$ cat src/font.mem
// four 8x8 glyphs, eight row bytes each, top row first
// bit 7 of a row byte is the leftmost pixel
3C
66
6E
76
66
66
3C
00
18
38
18
18
18
18
7E
00
AA
55
AA
55
AA
55
AA
55
FF
81
BD
A5
A5
BD
81
FF

$ cat src/video_pkg.sv
`default_nettype none

package video_pkg;

  typedef logic [7:0]  pix_t;    // one colour component
  typedef logic [10:0] coord_t;  // pixel or line count

  // one pixel slot as it travels down the video path
  typedef struct packed {
    pix_t r;
    pix_t g;
    pix_t b;
    logic hsync;  // active high
    logic vsync;  // active high
    logic blank;
  } video_t;

  // character cell size
  localparam int GLYPH_W = 8;
  localparam int GLYPH_H = 8;

endpackage

`default_nettype wire

$ cat src/spi_pkg.sv
`default_nettype none

package spi_pkg;

  typedef logic [31:0] spi_addr_t;
  typedef logic [7:0]  spi_data_t;

  typedef struct packed {
    logic      wr;       // one-cycle strobe
    logic      rd;       // one-cycle strobe
    spi_addr_t addr;
    spi_data_t wr_data;
  } spi_bus_t;

  // addr[31:24] selects the target
  localparam logic [7:0] REGION_RAM   = 8'h00;
  localparam logic [7:0] REGION_CHARS = 8'hF0;
  localparam logic [7:0] REGION_CTRL  = 8'hF1;

  localparam spi_data_t CMD_WRITE = 8'h00;
  localparam spi_data_t CMD_READ  = 8'h01;

endpackage

`default_nettype wire

$ cat src/spi_ram_slave.sv
`timescale 1ns/1ns
`default_nettype none

module spi_ram_slave
  import spi_pkg::*;
(
  input  wire            clk_cpu,
  input  wire            i_rst_n,
  input  wire            i_csn,
  input  wire            i_sclk,
  input  wire            i_mosi,
  input  wire spi_data_t i_rd_data,
  output logic           o_miso,
  output spi_bus_t       o_bus
);

  typedef enum logic [2:0] {IDLE, CMD, ADDR, DUMMY, DATA} phase_t;

  logic [1:0] csn_sync;
  logic [2:0] sclk_sync;   // extra stage for edge detect
  logic [1:0] mosi_sync;
  logic       csn_s;
  logic       mosi_s;
  logic       sclk_rise;
  logic       sclk_fall;
  phase_t     phase;
  logic [2:0] bit_cnt;
  logic [1:0] addr_cnt;    // address bytes seen
  logic       is_read;
  logic       is_write;
  spi_data_t  shift_in;
  spi_data_t  rx_byte;
  spi_data_t  rd_buf;
  spi_data_t  shift_out;
  logic       rd_q;
  logic       load_out;    // next falling edge starts a read byte
  spi_bus_t   bus_q;

  assign csn_s     = csn_sync[1];
  assign mosi_s    = mosi_sync[1];
  assign sclk_rise = sclk_sync[1] & ~sclk_sync[2];
  assign sclk_fall = ~sclk_sync[1] & sclk_sync[2];
  assign rx_byte   = {shift_in[6:0], mosi_s};
  assign o_bus     = bus_q;
  assign o_miso    = shift_out[7];  // MSB first

  always_ff @(posedge clk_cpu)
  begin
    if (!i_rst_n)
    begin
      csn_sync  <= '1;
      sclk_sync <= '0;
    end
    else
    begin
      csn_sync  <= {csn_sync[0], i_csn};
      sclk_sync <= {sclk_sync[1:0], i_sclk};
    end
  end

  always_ff @(posedge clk_cpu)
    mosi_sync <= {mosi_sync[0], i_mosi};

  always_ff @(posedge clk_cpu)
  begin
    if (!i_rst_n)
    begin
      phase    <= IDLE;
      bit_cnt  <= '0;
      addr_cnt <= '0;
      is_read  <= 1'b0;
      is_write <= 1'b0;
      bus_q    <= '0;
    end
    else
    begin
      bus_q.wr <= 1'b0;
      bus_q.rd <= 1'b0;
      if (bus_q.wr)
        bus_q.addr <= bus_q.addr + 1'b1;  // step once the write has landed
      if (csn_s)
      begin
        phase   <= IDLE;  // abort drops the partial byte
        bit_cnt <= '0;
      end
      else if (phase == IDLE)
        phase <= CMD;
      else if (sclk_rise)
      begin
        shift_in <= rx_byte;
        bit_cnt  <= bit_cnt + 1'b1;
        if (bit_cnt == 3'd7)
        begin
          case (phase)
            CMD:
            begin
              is_read  <= (rx_byte == CMD_READ);
              is_write <= (rx_byte == CMD_WRITE);
              addr_cnt <= '0;
              phase    <= ADDR;
            end
            ADDR:
            begin
              bus_q.addr <= {bus_q.addr[23:0], rx_byte};
              addr_cnt   <= addr_cnt + 1'b1;
              if (addr_cnt == 2'd3)
              begin
                phase    <= is_read ? DUMMY : DATA;
                bus_q.rd <= is_read;  // prefetch first read byte
              end
            end
            DUMMY:
              phase <= DATA;
            DATA:
            begin
              if (is_write)
              begin
                bus_q.wr      <= 1'b1;
                bus_q.wr_data <= rx_byte;
              end
              if (is_read)
              begin
                bus_q.addr <= bus_q.addr + 1'b1;
                bus_q.rd   <= 1'b1;
              end
            end
            default: ;
          endcase
        end
      end
    end
  end

  always_ff @(posedge clk_cpu)
    if (rd_q)
      rd_buf <= i_rd_data;  // ram answers one cycle after rd

  always_ff @(posedge clk_cpu)
  begin
    if (!i_rst_n)
    begin
      rd_q      <= 1'b0;
      load_out  <= 1'b0;
      shift_out <= '0;
    end
    else
    begin
      rd_q <= bus_q.rd;
      if (csn_s)
        load_out <= 1'b0;
      else if (sclk_rise && bit_cnt == 3'd7 &&
               (phase == DUMMY || (phase == DATA && is_read)))
        load_out <= 1'b1;
      else if (sclk_fall && load_out)
        load_out <= 1'b0;
      if (sclk_fall)
      begin
        if (load_out && !csn_s)
          shift_out <= rd_buf;
        else
          shift_out <= {shift_out[6:0], 1'b0};
      end
    end
  end

endmodule

`default_nettype wire

$ cat src/scratch_ram.sv
`timescale 1ns/1ns
`default_nettype none

module scratch_ram
  import spi_pkg::*;
(
  input  wire           clk_cpu,
  input  wire spi_bus_t i_bus,
  output spi_data_t     o_rd_data
);

  spi_data_t mem [16];

  // only the low nibble decodes so other regions alias on read
  always_ff @(posedge clk_cpu)
  begin
    if (i_bus.wr && i_bus.addr[31:24] == REGION_RAM)
      mem[i_bus.addr[3:0]] <= i_bus.wr_data;
    if (i_bus.rd)
      o_rd_data <= mem[i_bus.addr[3:0]];
  end

endmodule

`default_nettype wire

$ cat src/vga_timing.sv
`timescale 1ns/1ns
`default_nettype none

module vga_timing
  import video_pkg::*;
#(
  parameter int H_ACTIVE = 64,
  parameter int H_FRONT  = 4,
  parameter int H_PULSE  = 8,
  parameter int H_BACK   = 8,
  parameter int V_ACTIVE = 32,
  parameter int V_FRONT  = 2,
  parameter int V_PULSE  = 2,
  parameter int V_BACK   = 4
)
(
  input  wire    clk_cpu,
  input  wire    i_rst_n,
  output video_t o_video
);

  localparam int H_TOTAL = H_ACTIVE + H_FRONT + H_PULSE + H_BACK;
  localparam int V_TOTAL = V_ACTIVE + V_FRONT + V_PULSE + V_BACK;
  localparam int H_SYNC  = H_ACTIVE + H_FRONT;  // first hsync pixel
  localparam int V_SYNC  = V_ACTIVE + V_FRONT;

  coord_t h_cnt;
  coord_t v_cnt;
  logic   active;

  assign active = (h_cnt < H_ACTIVE) && (v_cnt < V_ACTIVE);

  always_ff @(posedge clk_cpu)
  begin
    if (!i_rst_n)
    begin
      h_cnt <= '0;
      v_cnt <= '0;
    end
    else if (h_cnt == coord_t'(H_TOTAL - 1))
    begin
      h_cnt <= '0;
      v_cnt <= (v_cnt == coord_t'(V_TOTAL - 1)) ? '0 : v_cnt + 1'b1;
    end
    else
      h_cnt <= h_cnt + 1'b1;
  end

  always_ff @(posedge clk_cpu)
  begin
    if (!i_rst_n)
    begin
      o_video       <= '0;
      o_video.blank <= 1'b1;
    end
    else
    begin
      o_video.hsync <= (h_cnt >= H_SYNC) && (h_cnt < H_SYNC + H_PULSE);
      o_video.vsync <= (v_cnt >= V_SYNC) && (v_cnt < V_SYNC + V_PULSE);
      o_video.blank <= !active;
      o_video.r     <= active ? pix_t'(h_cnt) : '0;  // test picture
      o_video.g     <= active ? pix_t'(v_cnt) : '0;
      o_video.b     <= active ? pix_t'(h_cnt ^ v_cnt) : '0;
    end
  end

endmodule

`default_nettype wire

$ cat src/osd_overlay.sv
`timescale 1ns/1ns
`default_nettype none

module osd_overlay
  import video_pkg::*;
  import spi_pkg::*;
#(
  parameter int OSD_X    = 16,
  parameter int OSD_Y    = 8,
  parameter int OSD_COLS = 4,
  parameter int OSD_ROWS = 2
)
(
  input  wire           clk_cpu,
  input  wire           i_rst_n,
  input  wire spi_bus_t i_bus,
  input  wire video_t   i_video,
  output video_t        o_video
);

  localparam int N_CHARS = OSD_COLS * OSD_ROWS;
  localparam int CA_W    = $clog2(N_CHARS);
  localparam int GB_W    = $clog2(GLYPH_W);
  localparam int GR_W    = $clog2(GLYPH_H);
  localparam int X_END   = OSD_X + OSD_COLS * GLYPH_W;
  localparam int Y_END   = OSD_Y + OSD_ROWS * GLYPH_H;

  logic [1:0]         chars [N_CHARS];    // glyph index per cell
  logic [GLYPH_W-1:0] font [4 * GLYPH_H];
  logic               osd_en;
  coord_t             x_cnt;
  coord_t             y_cnt;
  coord_t             dx;
  coord_t             dy;
  coord_t             char_idx;
  logic               blank_d;
  logic               in_win;
  video_t             s1_video;
  logic               s1_win;
  logic [1:0]         s1_glyph;
  logic [GR_W-1:0]    s1_row;
  logic [GB_W-1:0]    s1_col;
  logic [GLYPH_W-1:0] glyph_row;
  logic               pix_on;

  initial
    $readmemh("/design/src/font.mem", font);

  assign dx       = x_cnt - coord_t'(OSD_X);
  assign dy       = y_cnt - coord_t'(OSD_Y);
  assign char_idx = coord_t'((dy / GLYPH_H) * OSD_COLS + dx / GLYPH_W);
  assign in_win   = !i_video.blank && x_cnt >= OSD_X && x_cnt < X_END &&
                    y_cnt >= OSD_Y && y_cnt < Y_END;

  // own pixel position rebuilt from blank and vsync
  always_ff @(posedge clk_cpu)
  begin
    if (!i_rst_n)
    begin
      x_cnt   <= '0;
      y_cnt   <= '0;
      blank_d <= 1'b1;
    end
    else
    begin
      blank_d <= i_video.blank;
      x_cnt   <= i_video.blank ? '0 : x_cnt + 1'b1;
      if (i_video.vsync)
        y_cnt <= '0;
      else if (i_video.blank && !blank_d)
        y_cnt <= y_cnt + 1'b1;  // end of an active line
    end
  end

  always_ff @(posedge clk_cpu)
  begin
    if (!i_rst_n)
    begin
      osd_en <= 1'b1;
      for (int i = 0; i < N_CHARS; i++)
        chars[i] <= '0;
    end
    else if (i_bus.wr)
    begin
      if (i_bus.addr[31:24] == REGION_CTRL)
        osd_en <= i_bus.wr_data[0];
      if (i_bus.addr[31:24] == REGION_CHARS && i_bus.addr[23:0] < N_CHARS)
        chars[i_bus.addr[CA_W-1:0]] <= i_bus.wr_data[1:0];
    end
  end

  // stage 1 reads the character memory
  always_ff @(posedge clk_cpu)
  begin
    s1_video <= i_video;
    s1_win   <= in_win && osd_en;
    s1_glyph <= chars[char_idx[CA_W-1:0]];
    s1_row   <= dy[GR_W-1:0];
    s1_col   <= dx[GB_W-1:0];
  end

  assign glyph_row = font[{s1_glyph, s1_row}];
  assign pix_on    = glyph_row[GLYPH_W - 1 - s1_col];  // bit 7 is leftmost

  // stage 2 does the font lookup and mix
  always_ff @(posedge clk_cpu)
  begin
    o_video <= s1_video;
    if (s1_win)
    begin
      o_video.r <= pix_on ? pix_t'('1) : s1_video.r >> 1;
      o_video.g <= pix_on ? pix_t'('1) : s1_video.g >> 1;
      o_video.b <= pix_on ? pix_t'('1) : s1_video.b >> 1;  // half intensity
    end
  end

endmodule

`default_nettype wire

$ cat src/osd_top.sv
`timescale 1ns/1ns
`default_nettype none

module osd_top
  import video_pkg::*;
  import spi_pkg::*;
#(
  parameter int H_ACTIVE = 64,
  parameter int H_FRONT  = 4,
  parameter int H_PULSE  = 8,
  parameter int H_BACK   = 8,
  parameter int V_ACTIVE = 32,
  parameter int V_FRONT  = 2,
  parameter int V_PULSE  = 2,
  parameter int V_BACK   = 4,
  parameter int OSD_X    = 16,
  parameter int OSD_Y    = 8,
  parameter int OSD_COLS = 4,
  parameter int OSD_ROWS = 2
)
(
  input  wire    clk_cpu,
  input  wire    i_rst_n,
  input  wire    i_csn,
  input  wire    i_sclk,
  input  wire    i_mosi,
  output logic   o_miso,
  output video_t o_video
);

  spi_bus_t  bus;          // shared by ram and overlay
  spi_data_t ram_rd_data;
  video_t    raw_video;    // test picture before the overlay

  spi_ram_slave u_slave (
    .clk_cpu   (clk_cpu),
    .i_rst_n   (i_rst_n),
    .i_csn     (i_csn),
    .i_sclk    (i_sclk),
    .i_mosi    (i_mosi),
    .i_rd_data (ram_rd_data),
    .o_miso    (o_miso),
    .o_bus     (bus)
  );

  scratch_ram u_ram (
    .clk_cpu   (clk_cpu),
    .i_bus     (bus),
    .o_rd_data (ram_rd_data)
  );

  vga_timing #(
    .H_ACTIVE (H_ACTIVE),
    .H_FRONT  (H_FRONT),
    .H_PULSE  (H_PULSE),
    .H_BACK   (H_BACK),
    .V_ACTIVE (V_ACTIVE),
    .V_FRONT  (V_FRONT),
    .V_PULSE  (V_PULSE),
    .V_BACK   (V_BACK)
  ) u_timing (
    .clk_cpu (clk_cpu),
    .i_rst_n (i_rst_n),
    .o_video (raw_video)
  );

  osd_overlay #(
    .OSD_X    (OSD_X),
    .OSD_Y    (OSD_Y),
    .OSD_COLS (OSD_COLS),
    .OSD_ROWS (OSD_ROWS)
  ) u_overlay (
    .clk_cpu (clk_cpu),
    .i_rst_n (i_rst_n),
    .i_bus   (bus),
    .i_video (raw_video),
    .o_video (o_video)
  );

endmodule

`default_nettype wire

$ cat config.mk
export PLATFORM = sky130hd
export DESIGN_NAME = osd_top
export DESIGN_NICKNAME = d
export VERILOG_FILES = /design/src/video_pkg.sv /design/src/spi_pkg.sv /design/src/spi_ram_slave.sv /design/src/scratch_ram.sv /design/src/vga_timing.sv /design/src/osd_overlay.sv /design/src/osd_top.sv
export SDC_FILE = /design/constraint.sdc
export NUM_CORES = 1
export LEC_CHECK = 0
export ABC_AREA = 1
export BUFFER_PORTS_ARGS = -buffer_cell sky130_fd_sc_hd__buf_2
export CORE_UTILIZATION = 56
export DETAILED_ROUTE_END_ITERATION = 8
export PLACE_DENSITY = 0.79
export SLEW_MARGIN = 20
export SYNTH_ARGS = -nofsm -noshare
export SYNTH_HDL_FRONTEND = slang
export SYNTH_SLANG_ARGS = --single-unit
$ cat constraint.sdc
create_clock -name clk_cpu -period 2.06 [get_ports clk_cpu]
set_input_delay 0.103 -clock clk_cpu [delete_from_list [all_inputs] [get_ports clk_cpu]]
set_output_delay 0.103 -clock clk_cpu [all_outputs]
set_load 0.01 [all_outputs]
==> results.md <==
* YS warnings at 0
* # clock sinks at approximately 350
* Via count at around 12000
* Slew Limit Fails at 0
* GRT overflow at 0
* Worst-path clk slew at approximately 0.06 ns
* Die area at 0.0271 mm2
* Post-synth EDFFs at about 150
* Tcrit/Tclk final at 0.941
* Placement Setup Slack at between 0.08 and 0.09 ns
* CP max-delay cell: dfxtp_2
* Routed Antenna Nets at 0
* Switching Share at 0.201
* Finished Layout Cells at between 2000 and 2500
* Synthesis-to-finish area growth at 14.0%
* Mux cell area share after synthesis at 0
* M1 wire length at between 10 and 15 mm
* Synth top area share at 0.306
* Adder-cell share of the synthesized area at 0.0110
* Max Cap Viol at 0
* Post-DP HPWL at approximately 22 mm
* Final setup vio count at 0
* Seq pwr share at 0.518
* Post-synthesis xor/xnor area fraction at 0.0118
* Post-CTS setup buffer count at 0
* Number of inserted diodes at 0
* Dpl cells at ~2100
* Vias in the first global route at roughly 11000
* Clock root buffer: clkbuf_16
* Met2 routed WL at between 15 and 20 mm
* Leakage at ~6.9 nW
* Antenna violations before repair at 0
* Cell mode on critical path: buf_4
* Die X at approximately 160 um
* Top_reg_cell synth: dfxtp_1
* Clk buf depth at 3
* TritonCTS clock tree: built
* Rows at roughly 60
* Core Box Area at between 0.02 and 0.03 mm2
* Crit path largest cell delay at 0.37 ns
* I/O pin cnt at 33
* Internal Pwr Total at roughly 11 mW
* Post-layout minimum cycle time at approximately 1.9 ns
* Synth top area cells: edfxtp_1 (31%), dfxtp_1 (27%), nand2_1 (10%), nor2_1 (5.8%), o21ai_0 (5.1%)
* First-pass GRT wire length at 55.8 mm
* Peak VDD IR at a little over 0.0009 V
* Avg Synthesized Cell Area at 8.57 um2
* Critical path required time at 2.32 ns
* WL/cell at roughly 16 um
* Synth area leader: edfxtp_1
* Post-synthesis sequential area ratio at 0.573
* CTS Buf Count at 36
* Starting Density at 0.569
* Clk_lat worst skew at about 0.53 ns
* Slew at the pin with the worst max-slew slack at 0.726 ns
* Combinational share of power at 0.012
* Fillers at 2024
* Top routing layer in use: met4
* Post-synthesis simple-gate area fraction at 0.223
* # DRC at 0
* Setup TNS at 0 ns
* Die Y-Extent at between 150 and 200 um
* Cell Pwr Density at between 800 and 900 mW/mm2
* Final Power at 14.0 mW
* Result of the run: finished, final reports clean
* Buffers on Ports at 32
* Worst path bufs/invs at 3
* CP max FO at 34
* Initial DRC count at 1225
* Number of detailed-route iterations in the first pass at 6
* Post-Syn Area at approximately 0.015 mm2
* R2R Setup Slk at between 0.1 and 0.15 ns
* Compound-gate portion of the synthesized area at 0.120
* CP Launch Type: flop
* Clk_skew at between 0.015 and 0.02 ns
* Worst hold path class: in -> reg
* Mapped Cells at around 1700
* Largest family of logic cells by synthesized area: simple AND/OR/NAND/NOR gates
* Async SR Flop Fraction at 0
* CP Capture Type: flop
* Unrepaired setup endpoints after global routing: true
* Clock power share at 0.470
* CP top delay family: buffers and inverters
* Worst-path cell chain: buf_4 > inv_1 > buf_4 > o21ai_0 > o22ai_1 > nand2_1 > nand4_1
* Final Worst Setup Slack at 0.122 ns
* GP Congestion at approximately 0.94
* Met3 wire length at about 3.0 mm
* NetSw at roughly 2.8 mW
* Ratio of cells with drive above 1 in the final layout at 0.0991
* Post-synthesis register bit count at 348
* Final Hold Fails at 0
* Worst setup path category: reg -> reg
* Yosys cell types at 52
* Largest net degree at the start of global routing at 70
* Critical path arrival at 2.20 ns
* H-tree depth at 2
* Max Fclk at roughly 520 MHz
* Max_slew headroom at 0.516
* Nets at approximately 1800
* Global-route usage over all layers at 0.261
* Vias/cell at about 5.6
* DRT Wirelength at approximately 35 mm
## cells in the final DEF (no fill, tap or decap), drive strengths merged, types with 18 or more instances in the layout
master  instances
o21ai         156
dfxtp         197
xor2           18
nand4          19
clkbuf         53
nor3           19
edfxtp        151
nor2          238
nand2         405
inv           164
buf            84
a21oi          96
o22ai          32
nand3          92
## cells in the mapped netlist (4+ instances only)
master,n
a21boi_1,10
a21oi_1,96
a31oi_1,7
buf_1,4
buf_2,11
clkbuf_1,41
dfxtp_1,197
edfxtp_1,151
ha_1,13
inv_1,157
inv_2,7
nand2_1,397
nand2_2,7
nand3_1,90
nand4_1,19
nor2_1,230
nor2_2,4
nor3_1,17
nor4_1,9
o211ai_1,9
o21ai_0,150
o21ai_1,5
o22ai_1,32
xor2_1,18
## cells by family (layout without fill, tap and decap cells)
logic type | Yosys count | after routing
xor+xnor | 20 | 20
fa+ha+maj | 13 | 13
compound gates | 326 | 326
flops | 348 | 348
other cells | 1 | 7
buf+inv | 228 | 322
simple gates | 790 | 790
## state kept, by name, indices dropped and copies added (netlist names), 2 cells and up
register and cells:
u_overlay.s1_video 27, u_slave.shift_out 8, u_overlay.y_cnt 11, u_timing.o_video 27, u_slave.sclk_sync 3, u_slave.bit_cnt 3, u_slave.phase 3, u_ram.mem 128
u_timing.h_cnt 11, u_ram.o_rd_data 8, u_overlay.o_video 27, u_slave.csn_sync 2, u_slave.addr_cnt 2, u_slave.shift_in 7, u_timing.v_cnt 11, u_slave.rd_buf 8
u_overlay.x_cnt 11, u_slave.mosi_sync 2, u_slave.o_bus 42
## final timing paths
check | to | cells past startpoint | startpoint
worst min register to register | u_overlay.s1_video[18] | 0 | u_timing.o_video[18]
worst min-delay path | u_slave.mosi_sync[0] | 2 | i_mosi
worst max register to register | u_ram.o_rd_data[0] | 7 | u_slave.o_bus[9]
worst max-delay path | u_ram.o_rd_data[0] | 7 | u_slave.o_bus[9]
## per-layer routing
layer / GRT usage / vias to the layer above
li1: - / 5867
met1: 0.340 / 5651
met2: 0.443 / 542
met3: 0.0394 / 74
met4: 0.0863 / 0
met5: 0 / -
## power by group through the flow
stage               combinational (mW)  sequential, mW  clock [mW]
detailed placement               0.161            7.38           0
CTS                              0.170            7.23        6.66
global placement                 0.155            7.38           0
global route                     0.193            7.24        6.92
floorplan                       0.0985            7.38           0
finish                           0.170            7.23        6.57
## metrics by stage
| step | hold slack [ns] | instance area [um2] | util |
|---|---|---|---|
| floorplan | 0.131 | 14800 | - |
| global placement | 0.207 | 15600 | 0.599 |
| detailed placement | 0.209 | 15600 | 0.599 |
| CTS | 0.206 | 16800 | 0.648 |
| global route | 0.225 | 16900 | 0.649 |
| finish | 0.211 | 16900 | 0.649 |
## area by class of cell
| cell class | instances | area [um2] | area share |
|---|---|---|---|
| multi-input cells | 1156 | 5490 | 0.325 |
| clock buffers | 53 | 1040 | 0.0615 |
| flip-flops and latches | 348 | 8480 | 0.503 |
| inverters | 168 | 636 | 0.0377 |
| repair buffers | 88 | 628 | 0.0372 |
| clock inverters | 13 | 180 | 0.0107 |
| well taps | 335 | 419 | 0.0248 |
## what timing repair did
item                                    4_1_cts  5_1_grt
resized for setup                             0       16
hold endpoints to repair                      5        0
hold buffers                                  4        0
endpoints found under the setup margin        0       30
Power figures use the tool's default switching activity.
